===== src/design/core_pkg.sv =====
`default_nettype none

package core_pkg;

	localparam int XLEN       = 32;
	localparam int REG_ADDR_W = 5;

	typedef logic [XLEN-1:0]       word_t;
	typedef logic [REG_ADDR_W-1:0] reg_addr_t;

	typedef enum logic [3:0] {
		ALU_ADD, ALU_SUB, ALU_AND, ALU_OR, ALU_XOR,
		ALU_SLT, ALU_SLTU, ALU_SLL, ALU_SRL, ALU_SRA
	} alu_op_e;

	typedef enum logic [1:0] {WB_PC4, WB_ALU, WB_LOAD, WB_IMM} wb_sel_e;	// Write-back source
	typedef enum logic [1:0] {FWD_REG, FWD_MEM, FWD_WB} fwd_sel_e;		// EXE operand source

	// All zero is a bubble
	typedef struct packed {
		alu_op_e alu_op;
		logic    sel_opa_pc;	// opA = PC, JAL only
		logic    sel_opb_imm;
		logic    is_load;
		logic    is_store;
		logic    is_branch;
		logic    is_jal;
		logic    is_jalr;
		logic    reg_we;
		wb_sel_e wb_sel;
	} ctrl_t;

	//////////////////////////////////////////////////
	// Pipeline registers
	typedef struct packed {
		word_t pc;
		word_t pc4;
		word_t instr;
	} if_id_t;

	typedef struct packed {
		word_t     pc;
		word_t     pc4;
		word_t     rs1_val;
		word_t     rs2_val;
		word_t     imm;
		reg_addr_t rs1;
		reg_addr_t rs2;
		reg_addr_t rd;
		logic [2:0] funct3;	// Branch condition
		ctrl_t     ctrl;
	} id_ex_t;

	typedef struct packed {
		word_t     pc4;
		word_t     alu_out;
		word_t     store_data;
		word_t     imm;
		reg_addr_t rd;
		ctrl_t     ctrl;
	} ex_mem_t;

	typedef struct packed {
		word_t     wb_data;
		reg_addr_t rd;
		logic      reg_we;
	} mem_wb_t;

endpackage

`default_nettype wire


===== src/design/hazard_unit.sv =====
`timescale 1ns/1ps
`default_nettype none

module hazard_unit import core_pkg::*; (
	input  reg_addr_t id_rs1,
	input  reg_addr_t id_rs2,
	input  logic      id_uses_rs2,
	input  id_ex_t    id_ex,
	input  ex_mem_t   ex_mem,
	input  mem_wb_t   mem_wb,
	input  logic      redirect,
	output logic      stall,
	output logic      flush_id,
	output logic      flush_ex,
	output fwd_sel_e  fwd_a,
	output fwd_sel_e  fwd_b
);

	logic load_use;

	// Youngest producer first, x0 never forwarded
	function automatic fwd_sel_e fwd_src(input reg_addr_t rs, input ex_mem_t em,
		input mem_wb_t mw);
		if (rs == '0)
			return FWD_REG;
		if (em.ctrl.reg_we && em.rd == rs)
			return FWD_MEM;
		if (mw.reg_we && mw.rd == rs)
			return FWD_WB;
		return FWD_REG;
	endfunction

	assign fwd_a = fwd_src(id_ex.rs1, ex_mem, mem_wb);
	assign fwd_b = fwd_src(id_ex.rs2, ex_mem, mem_wb);

	// Load in EXE feeding the ID instruction
	assign load_use = id_ex.ctrl.is_load && id_ex.rd != '0 &&
		(id_ex.rd == id_rs1 || (id_uses_rs2 && id_ex.rd == id_rs2));

	assign stall    = load_use && !redirect;	// Squashed slot needs no stall
	assign flush_id = redirect;
	assign flush_ex = redirect;

endmodule

`default_nettype wire


===== config.mk =====
export PLATFORM = sky130hd
export DESIGN_NAME = hazard_unit
export DESIGN_NICKNAME = d
export VERILOG_FILES = /design/src/design/core_pkg.sv /design/src/design/hazard_unit.sv
export SDC_FILE = /design/constraint.sdc
export NUM_CORES = 1
export LEC_CHECK = 0
export BUFFER_PORTS_ARGS = -buffer_cell sky130_fd_sc_hd__buf_2
export CORE_AREA = 2 2 152 154
export DETAILED_ROUTE_END_ITERATION = 10
export DIE_AREA = 0 0 154 156
export PLACE_DENSITY_LB_ADDON = 0.15
export SLEW_MARGIN = 40
export SYNTH_ARGS = -nofsm -noshare
export SYNTH_HDL_FRONTEND = slang
export SYNTH_SLANG_ARGS = --single-unit

===== constraint.sdc =====
create_clock -name vclk -period 1.8
set_input_delay 0.09 -clock vclk [all_inputs]
set_output_delay 0.09 -clock vclk [all_outputs]
set_load 0.01 [all_outputs]

Word-level counts from Yosys, hierarchy flattened
Cells that the tools add are included.
- equal/unequal tests: 6
- multiplexer cells: 24
- reduce and logical (&&, ||, !) cells: 13
- operators with widths (operator ; number):
    $eq A5 B5 Y1 ; 6
    $mux W2 ; 12
    $mux W1 ; 12
    $logic_not A5 Y1 ; 2
    $logic_and A1 B1 Y1 ; 8
    $reduce_bool A5 Y1 ; 1
    $logic_not A1 Y1 ; 1
    $logic_or A1 B1 Y1 ; 1
- bits in registers: 0
- input bits: 389
- output and inout port bits: 7

Logic depth before layout (Yosys ltp)
- depth after elaboration: 9
- gate-level depth with buffers: 4
- mapped depth without buffers: 4

Least setup slack after synthesis
OpenSTA, ideal clock, no wires.
- kind: input to output
- from: in id_ex[19] in the netlist's numbering
- to: out stall
- data arrival time: 0.816 ns
- setup slack: 0.894 ns
- stages: 4
- buffers on the path: 0
- path through: xor2_1 -> nor4_1 -> nand3_1 -> a21oi_1
- word-level cells in the longest chain between the ends: 5
- RTL lines (what ; line ; text):
    from (decl) ; hazard_unit.sv:8 ; input id_ex_t id_ex,
    $eq A5 B5 Y1 ; hazard_unit.sv:38 ; (id_ex.rd == id_rs1 || (id_uses_rs2 && id_ex.rd == id_rs2));
    $logic_and A1 B1 Y1 ; hazard_unit.sv:38 ;
    $logic_or A1 B1 Y1 ; hazard_unit.sv:38 ;
    $logic_and A1 B1 Y1 * ; hazard_unit.sv:37 ; assign load_use = id_ex.ctrl.is_load && id_ex.rd != '0 &&
    $logic_and A1 B1 Y1 * ; hazard_unit.sv:40 ; assign stall = load_use && !redirect;
    to (decl) ; hazard_unit.sv:12 ; output logic stall,
Every way passes the cells marked *; elsewhere a longest branch is shown, timed or not.

Final worst setup path
- from: in ex_mem[15] in the netlist's numbering
- to: out fwd_a[1]
- word-level cells in the longest chain between the ends: 7
- RTL lines (what ; line ; text):
    from (decl) ; hazard_unit.sv:9 ; input ex_mem_t ex_mem,
    $eq A5 B5 Y1 * ; hazard_unit.sv:26 ; if (em.ctrl.reg_we && em.rd == rs)
    $logic_and A1 B1 Y1 * ; hazard_unit.sv:26 ;
    $mux W2 ; hazard_unit.sv:26 ;
    $mux W2 ; hazard_unit.sv:28 ; if (mw.reg_we && mw.rd == rs)
    $mux W2 ; hazard_unit.sv:30 ; return FWD_REG;
    $mux W2 * ; hazard_unit.sv:28 ;
    $mux W2 * ; hazard_unit.sv:26 ;
    to (decl) ; hazard_unit.sv:15 ; output fwd_sel_e fwd_a,
Every way passes the cells marked *; elsewhere a longest branch is shown, timed or not. The select of a mux whose other input is x is not followed.

==> metrics.json <==
{
  "outcome": "completed",
  "die_area_mm2": 0.02402,
  "grt_pass1_vias": 584,
  "layout.cells.most_common_list": "sky130_fd_sc_hd__buf_2, sky130_fd_sc_hd__xnor2_1, sky130_fd_sc_hd__xor2_1",
  "crit_arrival_ns": 1.22,
  "synth-compound-area-share_pct": 2.235,
  "synth-xor-area-share_pct": 58.66,
  "worst_path_largest_cell_delay_ns": 0.40,
  "max_slew_margin_pct": 73.71,
  "hold_path_class": "primary input to output pin",
  "max_slew.worst_pin.slew_ns": 0.3907,
  "synth_simple_gate_area_share_pct": 35.75,
  "grt_setup_unrepaired": "no",
  "core_region_area_mm2": 0.02237,
  "die_height_um": 156,
  "synthesis.instances": 56,
  "dpl.hpwl_um": 2392,
  "mappedNetlistArea_um2": 447.9,
  "worstSetupStartpoint": "ex_mem[15]",
  "fmaxAchievable_mhz": 763.3,
  "dpl_cell_area_mm2": 0.001025,
  "postRouteWirelength_um": 2444,
  "post_cts_resized": 0,
  "layout.cell_area.non_filler_mm2": 0.001032,
  "netlist-cell-type-count": 16,
  "maximum_number_of_pins_on_one_net_before_global_route_repair": 4,
  "place.detailed.instances": 386,
  "sequential_cell_total": 0,
  "instances_no_fill": 389,
  "place.gp.congestion": 0.6963,
  "cts.hold.buffers_added": 0,
  "timing.setup.tns_ns": 0,
  "std_cell_rows": 55,
  "yosys_warnings": 0,
  "critical_path.endpoint_type": "output pin",
  "track_usage_pct": 1.833,
  "drt_iter0_markers": 8,
  "path_class": "primary input to output pin",
  "postCtsSetupBuffers": 0,
  "seqCellArea_um2": 0,
  "leakagePower_nw": 0.3227,
  "antenna_found_initial": 5,
  "drt_pre_antenna_iters": 4,
  "wl_per_cell_um": 6.283,
  "min_period_ns": 1.310,
  "synthesis.area_per_instance_um2": 7.999,
  "min_from": "redirect",
  "synth_top_family_by_area": "XOR/XNOR gates",
  "timing_hold_violations_final": 0,
  "report.final.setup_viol": 0,
  "clock_buffers": 0,
  "power.ir.vdd_worst_v": 0.00002691,
  "mappedNetlistNets": 445,
  "maxCapViolations": 0,
  "dr_total_vias": 550,
  "drcViolationCount": 0,
  "start_util_pct": 2.003,
  "timing.final.crit_share_pct": 72.78,
  "power-per-cell-area_mw_per_mm2": 144.9,
  "crit_fanout": 2,
  "io_count": 396,
  "post_route_cells_drive_above_1_share_pct": 52.48,
  "portBuffers": 47,
  "viasPerCell": 1.414,
  "crit_slowest_cell": "sky130_fd_sc_hd__nor4_1",
  "report.final.slew_viol_count": 0,
  "layout.filler_cells": 2648,
  "critical_path_required_ns": 1.71,
  "synth.mux.area_fraction_pct": 0,
  "post_synth_fa_ha_maj_area_fraction_pct": 0,
  "area_occupied_by_multi_input_gates_um2": 432.9,
  "worst_path_most_repeated_cell": "sky130_fd_sc_hd__buf_2",
  "layout-area-overhead-vs-synth_pct": 130.4,
  "design.final.nets": 492,
  "crit_chain": "buf_2 > xor2_1 > nor4_1 > nand3_1 > nor4b_2 > buf_2",
  "grt_remaining_overflow": 0,
  "layout.cells.most_common": "sky130_fd_sc_hd__buf_2",
  "grt_first_pass_wirelength_um": 3215,
  "die_x_um": 154,
  "timing.critical_path.from_type": "primary input",
  "yosysSeqAreaShare_pct": 0,
  "number_of_nets_with_antenna_violations_after_detailed_routing": 0
}
metrics by stage:
stage / utilization, % / power, W / hold slack, ns / setup slack (ns)
after detailed placement: 4.582 / 0.0001524 / 0.4777 / 0.5040
after floorplan: - / 0.00007094 / 0.2718 / 0.8942
after global placement: 4.582 / 0.0001560 / 0.4757 / 0.4019
after CTS: 4.582 / 0.0001532 / 0.4777 / 0.5016
after global routing: 4.582 / 0.0001650 / 0.4855 / 0.4217
final: 4.615 / 0.0001496 / 0.4609 / 0.4899
routing by layer:
metal	part of all wire, %	track usage [%]
met1	52	2.731
met2	42	2.648
met3	5.6	0.6667
met4	0	0
met5	0	0
cells in the mapped netlist (all sizes together):
cell type | n | area, um^2
xor2 | 15 | 131.4
nor4b | 2 | 30.03
nor4 | 3 | 18.77
nor2 | 4 | 30.03
nand4 | 2 | 12.51
nor2b | 1 | 6.260
or4 | 3 | 30.03
nor3 | 1 | 5.000
o21ai | 1 | 5.000
xnor2 | 15 | 131.4
a21oi | 1 | 5.000
buf | 2 | 15.01
nand3 | 4 | 20.02
nand2 | 2 | 7.510
cell families (layout without fill, tap and decap cells):
kind of cell,Yosys count,in the layout
compound gates,2,2
xor+xnor,30,30
simple gates,22,22
other cells,0,3
buf+inv,2,47
power by group:
| part | leakage (nW) | switching, W | internal (W) |
|---|---|---|---|
| Sequential | 0 | 0 | 0 |
| Combinational | 0.323 | 0.0000717 | 0.0000778 |
| Clock | 0.0000190 | 0 | 0.000000000208 |
| Total | 0.323 | 0.0000717 | 0.0000778 |
worst max-delay path: cells and delay by family:
family | cells | cell delay [ns]
and+or+nand+nor | 3 | 0.72
buffers and inverters | 2 | 0.25
xor gates and xnor gates | 1 | 0.15
worst paths after layout:
check | to | slack, ns | cells past startpoint
setup / recovery | fwd_a[1] | 0.49 | 6
hold / removal | flush_id | 0.46 | 2
cell type report:
cell class / instances / share of cell area (%)
well taps: 285 / 34.55
multi-input cells: 54 / 41.94
repair buffers: 47 / 22.79
diodes: 3 / 0.7273
Note: power is estimated with default switching activity, not from simulation.
