[src/design/core_pkg.sv]
`default_nettype none

package core_pkg;

	localparam int XLEN       = 32;
	localparam int REG_ADDR_W = 5;

	typedef logic [XLEN-1:0]       word_t;
	typedef logic [REG_ADDR_W-1:0] reg_addr_t;

	typedef enum logic [3:0] {
		ALU_ADD, ALU_SUB, ALU_AND, ALU_OR, ALU_XOR,
		ALU_SLT, ALU_SLTU, ALU_SLL, ALU_SRL, ALU_SRA
	} alu_op_e;

	typedef enum logic [1:0] {WB_PC4, WB_ALU, WB_LOAD, WB_IMM} wb_sel_e;	// Write-back source
	typedef enum logic [1:0] {FWD_REG, FWD_MEM, FWD_WB} fwd_sel_e;		// EXE operand source

	// All zero is a bubble
	typedef struct packed {
		alu_op_e alu_op;
		logic    sel_opa_pc;	// opA = PC, JAL only
		logic    sel_opb_imm;
		logic    is_load;
		logic    is_store;
		logic    is_branch;
		logic    is_jal;
		logic    is_jalr;
		logic    reg_we;
		wb_sel_e wb_sel;
	} ctrl_t;

	//////////////////////////////////////////////////
	// Pipeline registers
	typedef struct packed {
		word_t pc;
		word_t pc4;
		word_t instr;
	} if_id_t;

	typedef struct packed {
		word_t     pc;
		word_t     pc4;
		word_t     rs1_val;
		word_t     rs2_val;
		word_t     imm;
		reg_addr_t rs1;
		reg_addr_t rs2;
		reg_addr_t rd;
		logic [2:0] funct3;	// Branch condition
		ctrl_t     ctrl;
	} id_ex_t;

	typedef struct packed {
		word_t     pc4;
		word_t     alu_out;
		word_t     store_data;
		word_t     imm;
		reg_addr_t rd;
		ctrl_t     ctrl;
	} ex_mem_t;

	typedef struct packed {
		word_t     wb_data;
		reg_addr_t rd;
		logic      reg_we;
	} mem_wb_t;

endpackage

`default_nettype wire

[src/design/riscv_isa_pkg.sv]
`default_nettype none

package riscv_isa_pkg;

	// Major opcodes, RV32I subset
	typedef enum logic [6:0] {
		OPC_LOAD   = 7'b0000011,
		OPC_OP_IMM = 7'b0010011,
		OPC_STORE  = 7'b0100011,
		OPC_OP     = 7'b0110011,
		OPC_LUI    = 7'b0110111,
		OPC_BRANCH = 7'b1100011,
		OPC_JALR   = 7'b1100111,
		OPC_JAL    = 7'b1101111
	} opcode_e;

	// ALU funct3
	localparam logic [2:0] F3_ADD  = 3'b000;	// ADD/SUB
	localparam logic [2:0] F3_SLL  = 3'b001;
	localparam logic [2:0] F3_SLT  = 3'b010;
	localparam logic [2:0] F3_SLTU = 3'b011;
	localparam logic [2:0] F3_XOR  = 3'b100;
	localparam logic [2:0] F3_SRL  = 3'b101;	// SRL/SRA
	localparam logic [2:0] F3_OR   = 3'b110;
	localparam logic [2:0] F3_AND  = 3'b111;

	// Branch conditions
	localparam logic [2:0] F3_BEQ  = 3'b000;
	localparam logic [2:0] F3_BNE  = 3'b001;
	localparam logic [2:0] F3_BLT  = 3'b100;
	localparam logic [2:0] F3_BGE  = 3'b101;
	localparam logic [2:0] F3_BLTU = 3'b110;
	localparam logic [2:0] F3_BGEU = 3'b111;

	localparam logic [2:0] F3_WORD    = 3'b010;		// LW/SW width, the only one kept
	localparam logic [6:0] FUNCT7_ALT = 7'b0100000;	// SUB, SRA, SRAI

	//////////////////////////////////////////////////
	// Instruction formats, MSB first
	typedef struct packed {
		logic [6:0] funct7;
		logic [4:0] rs2;
		logic [4:0] rs1;
		logic [2:0] funct3;
		logic [4:0] rd;
		logic [6:0] opcode;
	} r_type_t;

	typedef struct packed {
		logic [11:0] imm;
		logic [4:0]  rs1;
		logic [2:0]  funct3;
		logic [4:0]  rd;
		logic [6:0]  opcode;
	} i_type_t;

	typedef struct packed {
		logic [6:0] imm_hi;	// imm[11:5]
		logic [4:0] rs2;
		logic [4:0] rs1;
		logic [2:0] funct3;
		logic [4:0] imm_lo;	// imm[4:0]
		logic [6:0] opcode;
	} s_type_t;

	typedef struct packed {
		logic       imm_12;
		logic [5:0] imm_10_5;
		logic [4:0] rs2;
		logic [4:0] rs1;
		logic [2:0] funct3;
		logic [3:0] imm_4_1;
		logic       imm_11;
		logic [6:0] opcode;
	} b_type_t;

	// J layout; LUI takes the same 20 bits in order
	typedef struct packed {
		logic       imm_20;
		logic [9:0] imm_10_1;
		logic       imm_11;
		logic [7:0] imm_19_12;
		logic [4:0] rd;
		logic [6:0] opcode;
	} uj_type_t;

	typedef union packed {
		r_type_t  r;
		i_type_t  i;
		s_type_t  s;
		b_type_t  b;
		uj_type_t uj;
	} instr_u;

	localparam logic [31:0] NOP_INSTR = 32'h0000_0013;	// ADDI x0,x0,0

endpackage

`default_nettype wire

[src/design/decode_stage.sv]
`timescale 1ns/1ps
`default_nettype none

module decode_stage import riscv_isa_pkg::*, core_pkg::*; (
	input  logic      clk,
	input  logic      rst_n,
	input  logic      stall,
	input  logic      flush_ex,
	input  if_id_t    if_id,
	input  mem_wb_t   mem_wb,	// Register file write
	output reg_addr_t id_rs1,	// To hazard unit
	output reg_addr_t id_rs2,
	output logic      id_uses_rs2,
	output id_ex_t    id_ex
);

	instr_u ins;
	ctrl_t  ctrl;
	word_t  imm;
	word_t  rs1_val;
	word_t  rs2_val;
	logic   rs1_used;	// Low for LUI and JAL
	word_t  imm_i, imm_s, imm_b, imm_u, imm_j;

	// funct3 plus alt bit to ALU op
	function automatic alu_op_e alu_decode(input logic [2:0] f3, input logic alt);
		case (f3)
			F3_ADD:  return alt ? ALU_SUB : ALU_ADD;
			F3_SLL:  return ALU_SLL;
			F3_SLT:  return ALU_SLT;
			F3_SLTU: return ALU_SLTU;
			F3_XOR:  return ALU_XOR;
			F3_SRL:  return alt ? ALU_SRA : ALU_SRL;
			F3_OR:   return ALU_OR;
			default: return ALU_AND;
		endcase
	endfunction

	assign ins = if_id.instr;

	// Sign-extended immediates per format
	assign imm_i = {{20{ins.i.imm[11]}}, ins.i.imm};
	assign imm_s = {{20{ins.s.imm_hi[6]}}, ins.s.imm_hi, ins.s.imm_lo};
	assign imm_b = {{19{ins.b.imm_12}}, ins.b.imm_12, ins.b.imm_11, ins.b.imm_10_5,
		ins.b.imm_4_1, 1'b0};
	assign imm_u = {ins.uj.imm_20, ins.uj.imm_10_1, ins.uj.imm_11, ins.uj.imm_19_12, 12'b0};
	assign imm_j = {{11{ins.uj.imm_20}}, ins.uj.imm_20, ins.uj.imm_19_12, ins.uj.imm_11,
		ins.uj.imm_10_1, 1'b0};

	always_comb begin
		ctrl        = '0;
		imm         = imm_i;
		rs1_used    = 1'b1;
		id_uses_rs2 = 1'b0;
		case (ins.r.opcode)
			OPC_OP: begin
				ctrl.alu_op = alu_decode(ins.r.funct3, ins.r.funct7 == FUNCT7_ALT);
				ctrl.reg_we = 1'b1;
				ctrl.wb_sel = WB_ALU;
				id_uses_rs2 = 1'b1;
			end
			OPC_OP_IMM: begin	// imm[11:5] marks SRAI only
				ctrl.alu_op      = alu_decode(ins.i.funct3,
					ins.i.funct3 == F3_SRL && ins.r.funct7 == FUNCT7_ALT);
				ctrl.sel_opb_imm = 1'b1;
				ctrl.reg_we      = 1'b1;
				ctrl.wb_sel      = WB_ALU;
			end
			OPC_LUI: begin
				ctrl.reg_we = 1'b1;
				ctrl.wb_sel = WB_IMM;
				imm         = imm_u;
				rs1_used    = 1'b0;
			end
			OPC_LOAD: if (ins.i.funct3 == F3_WORD) begin	// LW only
				ctrl.sel_opb_imm = 1'b1;
				ctrl.is_load     = 1'b1;
				ctrl.reg_we      = 1'b1;
				ctrl.wb_sel      = WB_LOAD;
			end
			OPC_STORE: if (ins.s.funct3 == F3_WORD) begin
				ctrl.sel_opb_imm = 1'b1;
				ctrl.is_store    = 1'b1;
				imm              = imm_s;
				id_uses_rs2      = 1'b1;
			end
			OPC_BRANCH: begin
				ctrl.is_branch = 1'b1;
				imm            = imm_b;
				id_uses_rs2    = 1'b1;
			end
			OPC_JAL: begin	// ALU forms the target pc+imm
				ctrl.sel_opa_pc  = 1'b1;
				ctrl.sel_opb_imm = 1'b1;
				ctrl.is_jal      = 1'b1;
				ctrl.reg_we      = 1'b1;
				imm              = imm_j;
				rs1_used         = 1'b0;
			end
			OPC_JALR: begin
				ctrl.sel_opb_imm = 1'b1;
				ctrl.is_jalr     = 1'b1;
				ctrl.reg_we      = 1'b1;	// Link, wb_sel stays PC+4
			end
			default: ;	// Unknown, bubble
		endcase
	end

	assign id_rs1 = rs1_used ? ins.r.rs1 : '0;	// x0 never hazards
	assign id_rs2 = ins.r.rs2;

	regfile rf (
		.clk     (clk),
		.rst_n   (rst_n),
		.we      (mem_wb.reg_we),
		.waddr   (mem_wb.rd),
		.wdata   (mem_wb.wb_data),
		.raddr_a (id_rs1),
		.raddr_b (id_rs2),
		.rdata_a (rs1_val),
		.rdata_b (rs2_val)
	);

	//////////////////////////////////////////////////
	// ID/EXE register, bubble on stall or flush
	always_ff @(posedge clk) begin
		id_ex.pc      <= if_id.pc;
		id_ex.pc4     <= if_id.pc4;
		id_ex.rs1_val <= rs1_val;
		id_ex.rs2_val <= rs2_val;
		id_ex.imm     <= imm;
		id_ex.rs1     <= id_rs1;
		id_ex.rs2     <= id_rs2;
		id_ex.rd      <= ins.r.rd;
		id_ex.funct3  <= ins.r.funct3;
		if (!rst_n || stall || flush_ex)
			id_ex.ctrl <= '0;
		else
			id_ex.ctrl <= ctrl;
	end

	a_unknown_opcode_bubble: assert property (@(posedge clk) disable iff (!rst_n)
		!(ins.r.opcode inside {OPC_OP, OPC_OP_IMM, OPC_LUI, OPC_LOAD, OPC_STORE,
			OPC_BRANCH, OPC_JAL, OPC_JALR}) |=> id_ex.ctrl == '0);

endmodule

`default_nettype wire

[src/design/regfile.sv]
`timescale 1ns/1ps
`default_nettype none

module regfile import core_pkg::*; (
	input  logic      clk,
	input  logic      rst_n,
	input  logic      we,
	input  reg_addr_t waddr,
	input  word_t     wdata,
	input  reg_addr_t raddr_a,
	input  reg_addr_t raddr_b,
	output word_t     rdata_a,
	output word_t     rdata_b
);

	word_t regs [1:31];	// No storage for x0

	// One read port, WB write shows through in the same cycle
	function automatic word_t read_port(input reg_addr_t ra);
		if (ra == '0)
			return '0;
		if (we && ra == waddr)
			return wdata;
		return regs[ra];
	endfunction

	always_ff @(posedge clk) begin
		if (!rst_n) begin
			for (int k = 1; k < 32; k++)
				regs[k] <= '0;
		end else if (we && waddr != '0) begin
			regs[waddr] <= wdata;
		end
	end

	always_comb begin
		rdata_a = read_port(raddr_a);
		rdata_b = read_port(raddr_b);
	end

endmodule

`default_nettype wire

[config.mk]
export PLATFORM = sky130hd
export DESIGN_NAME = decode_stage
export DESIGN_NICKNAME = d
export VERILOG_FILES = /design/src/design/core_pkg.sv /design/src/design/riscv_isa_pkg.sv /design/src/design/decode_stage.sv /design/src/design/regfile.sv
export SDC_FILE = /design/constraint.sdc
export NUM_CORES = 2
export LEC_CHECK = 0
export BUFFER_PORTS_ARGS = -buffer_cell sky130_fd_sc_hd__buf_2
export CAP_MARGIN = 20
export CORE_UTILIZATION = 30
export CTS_BUF_LIST = sky130_fd_sc_hd__clkbuf_16
export DETAILED_ROUTE_END_ITERATION = 6
export RECOVER_POWER = 100
export SYNTH_ARGS = -nofsm -noshare
export SYNTH_HDL_FRONTEND = slang
export SYNTH_SLANG_ARGS = --single-unit
[constraint.sdc]
create_clock -name clk -period 6.4 [get_ports clk]
set_input_delay 1.28 -clock clk [delete_from_list [all_inputs] [get_ports clk]]
set_output_delay 1.28 -clock clk [all_outputs]
set_load 0.02 [all_outputs]
# Yosys cells after proc, flatten, opt, wreduce, memory -nomap -nowiden
# Memory sizes are Yosys's and may differ from the RTL's.
# Cells that the tools add are included.
[totals] output_inout_bits=203 ram_bits=992 n_memories=1 input_bits=138 word_cells=98 register_bits=191
[classes] n_mux=41 n_eq_ne=17 reduce_logical=19 bitwise=2
[memory_table] name="rf.regs" depth=31 width=32 rd=2 rd_clocked_by_memory_dff=0 write_ports=31 line_no="regfile.sv:16" text="word_t regs [1:31];"
[op_table] cell="$mux W32" n=9
[op_table] cell="$pmux W31 S4" n=1
[op_table] cell="$pmux W4 S7" n=2
[op_table] cell="$reduce_or A32 Y1" n=1
[op_table] cell="$eq A7 B6 Y1 const B" n=4
[op_table] cell="$eq A7 B7 Y1 const B" n=3
[op_table] cell="$mux W1" n=19
[op_table] cell="$mux W5" n=3
[op_table] cell="$eq A5 B5 Y1" n=2
[op_table] cell="$logic_not A5 Y1" n=2
[op_table] cell="$reduce_or A2 Y1" n=5
[op_table] cell="$eq A3 B3 Y1 const B" n=3
[op_table] cell="$pmux W4 S2" n=1
[op_table] cell="$eq A7 B2 Y1 const B" n=1
[op_table] cell="$eq A7 B5 Y1 const B" n=1
[op_table] cell="$eq A3 B2 Y1 const B" n=2
[op_table] cell="$pmux W2 S3" n=1
[op_table] cell="$reduce_bool A5 Y1" n=1
[op_table] cell="$reduce_or A5 Y1" n=1
[op_table] cell="$logic_and A1 B1 Y1" n=4
[op_table] cell="$pmux W1 S2" n=2
[op_table] cell="$eq A3 B1 Y1 const B" n=1
[op_table] cell="$logic_not A3 Y1" n=1
[op_table] cell="$mux W3" n=1
[op_table] cell="other kinds (6)" n=8

# Logic depth before layout (Yosys ltp)
[logic_depth] ltp_word=9 mapped_depth=12 mapped_depth_nobuf=8

# By module
# A second synthesis with hierarchy kept.
[unflattened] cells_unflattened=4120 hier_area_um2=59625.9
[by_module_without_submodules] mod="regfile" seq_area_each_um2=30749.5 n_inst=1 area_per_inst_um2=55005.3 cells_per_inst=3804
[by_module_without_submodules] mod="decode_stage" seq_area_each_um2=3823.7 n_inst=1 area_per_inst_um2=4620.7 cells_per_inst=316

# Worst setup path before layout
# No wires, ideal clock.
[synth_timing] path_kind="input port to flip-flop" start="input port mem_wb[3] (netlist name)" end="memory rf.regs[24][0] (netlist name), enable pin" required_time_ps=5934 t_arrival_ps=4513 stages=6 slack_ps=1421 n_path_buf=3 setup_time_ps=466 cell_sequence="clkbuf_1 > or3_1 > clkbuf_1 > nand2_1 > clkbuf_1 > o21ai_0"
[synth_rtl] item="start, declared" line_no="decode_stage.sv:10" text="input mem_wb_t mem_wb,"
[synth_rtl] item="end, declared" line_no="regfile.sv:16"

==> impl_metrics.tcl <==
set metrics [dict create \
    cts_buffers 145 \
    worstReg2RegStart "rf.regs[7][8]" \
    cts.sink_count 1215 \
    max_stage_delay_ps 1460 \
    gp_congestion 0.9777 \
    power.share.sequential_pct 47.4 \
    slew_violations 2307 \
    io_pins 341 \
    cp-end-kind "flip-flop" \
    crit_start "mem_wb[4]" \
    synthFlopType "edfxtp_1" \
    crit_fanout 19 \
    final-setup-viol-count 0 \
    period_share_pct 88.27 \
    p_int_mw 14.22 \
    avgSynthCellArea_um2 13.43 \
    dpl.hpwl_mm 165.7 \
    cpMaxStageDelayCell "nor2_1" \
    multiInputGateArea_mm2 0.02406 \
    drtAntennaViolNets 0 \
    netSwitchingFraction_pct 28.22 \
    seq_area_frac_synth_pct 57.47 \
    postLayoutCellArea_mm2 0.06941 \
    hold_class "input port to flip-flop" \
    dieWidth_um 449.8 \
    port_buffers 340 \
    fmax_ghz 0.1770 \
    r2r_cells 5 \
    via_per_inst 5.960 \
    setup-tns-final_ps 0 \
    start_kind "input port" \
    synth.distinct_cells 81 \
    r2r-end "id_ex[72]" \
    p_total_mw 19.82 \
    wl_mm 260.6 \
    regArea_mm2 0.03457 \
    drc 0 \
    syn_to_final_growth_pct 15.38 \
    violations "capacitance limit, slew limit" \
    cts_tree "built" \
    post-cts-setup-buffer-count 0 \
    cts_resized 0 \
    cts_max_path_buffers 3 \
    crit_arrival_ps 6320 \
    first_global_vias 42482 \
    async_reset_ff_share_pct 0 \
    cts-root-buf "clkbuf_16" \
    clkLatencyLatePin_ps 860 \
    worstMarginPinSlew_ps 3627 \
    synth_area_leaders "edfxtp_1 (51%), mux4_2 (11%), and2_1 (10%), dfxtp_1 (6.4%), mux2i_1 (3.6%)" \
    switching_power_mw 5.593 \
    overflow 0 \
    fin_nets 4885 \
    rsz0062_at_grt "no" \
    htreeDepth 4 \
    rrSetupSlack_ps 3340 \
    max_slew_margin_pct -141.8 \
    drt-initial-drc-count 7478 \
    hold_violations 0 \
    fp.dieH_um 449.8 \
    holdBufCountCts 0 \
    final_common_cell "edfxtp_1" \
    min_path_cells 1 \
    critPathBufInv 3 \
    synth_warnings 0 \
    crit_type "input port to flip-flop" \
    critPathMostFrequentCell "clkbuf_1" \
    firstDrtPassIters 7 \
    power_frac_comb_pct 12.5 \
    p_leak_nw 23.67 \
    placed_cell_area_mm2 0.06568 \
    grt_pass1_wl_mm 352.8 \
    core_mm2 0.1995 \
    outcome "finished with violations" \
    crit_cells 7 \
    required_ps 7070 \
    synth.top_cell.area_share_pct 51.11 \
    power_frac_clock_pct 40.1 \
    grt_use_total_pct 24.84 \
    syn-cell-area_mm2 0.06016 \
    fin_util_pct 34.80 \
    irDropWorstVdd_mv 0.2106 \
    path_clk_slew_ps 60 \
    antenna_found_initial 27 \
    p_per_area_mw_per_mm2 285.5 \
    maxCapViolCount 80 \
    cp_cell_sequence "clkbuf_1, or3_1, nand2_1, clkbuf_1, nor2_1, clkbuf_1, and2_0" \
    critPathTopFamily "simple AND/OR/NAND/NOR gates" \
    layout_common_cells "edfxtp_1 (1024), and2_1 (563), and2_0 (440)" \
    grt_max_degree 79 \
    ys_seq_elements 1215 \
    synth_edf_count 1024 \
    hold_end "id_ex[172]" \
    num_rows 164 \
    drive_gt1_share_pct 18.72 \
    dieArea_mm2 0.2023 \
    post-route-min-period_ps 5649 \
    num-fill-cells 19347 \
    initial_core_util_pct 30.16 \
    synth.largest_area_cell "edfxtp_1" \
    min_from "if_id[76]" \
    skew_ps 60.72 \
    netlist_instances 4480 \
    wl_per_cell_um 34.58 \
    vias 44907 \
]
registers in the layout (all words and copies together) (netlist names):
| signal | count |
|---|---|
| rf.regs | 1024 |
| id_ex | 191 |
per-layer routing:
layer	track usage, %	up-vias	share of wire, %
met2	37.17	3871	43
met3	7.971	948	14
met1	30.66	22533	35
met5	0	-	0.058
li1	-	17537	-
met4	16.33	18	7.8
Yosys cell counts, drive strengths merged, types with 60 or more instances:
cell and n:
a211oi 60, mux2 83, mux4 300, a21oi 100, mux2i 214, nand2 121
clkbuf 287, nor2 155, edfxtp 1024, dfxtp 191, o21ai 120, and2 1003
buf 169, o22ai 76
stage by stage:
step                      hold slack (ps)  std cells  setup WS [ps]
after floorplan                     628.9       4511           1421
after global placement              691.0       7250           1694
after detailed placement            709.6       7255           1694
after CTS                           487.2       7521           1801
after global routing                512.9       7522          889.3
final                               562.2       7535          750.8
area by class of cell:
type | instances | share of cell area (%)
Timing Repair Buffer | 545 | 4.151
Tap cell | 2656 | 4.788
Clock buffer | 149 | 5.372
Sequential cell | 1215 | 49.81
Multi-Input combinational cell | 2828 | 34.66
Clock inverter | 117 | 1.103
Inverter | 12 | 0.06490
Antenna cell | 13 | 0.04687
cell families (layout without fill, tap and decap cells):
kind of cell              after synthesis  after routing  synth area share [%]
and+or+nand+nor                      1474           1474                 14.19
DFF                                  1215           1215                 57.47
AOI/OAI and AO/OA                     716            716                 8.428
muxes                                 597            597                 16.35
buffers and inverters                 468            823                 3.430
xor gates and xnor gates                9              9                0.1310
other                                   1             45              0.006234
worst max-delay path by stage:
| stage | end | slack [ps] |
|---|---|---|
| finish | rf.regs[4][17] | 750 |
| global route | rf.regs[27][25] | 890 |
| CTS | id_rs1[0] | 1800 |
| detailed placement | id_ex[104] | 1690 |
| global placement | id_ex[111] | 1690 |
| floorplan | rf.regs[24][0] | 1420 |
power groups by stage:
stage | Sequential, mW | Combinational [mW] | Clock, mW
global placement | 9.51 | 2.43 | 0
finish | 9.39 | 2.49 | 7.95
global route | 9.42 | 2.51 | 8.31
detailed placement | 9.52 | 2.44 | 0
CTS | 9.36 | 2.45 | 8.03
floorplan | 9.52 | 1.23 | 0
Note: power is estimated with default switching activity, not from simulation.
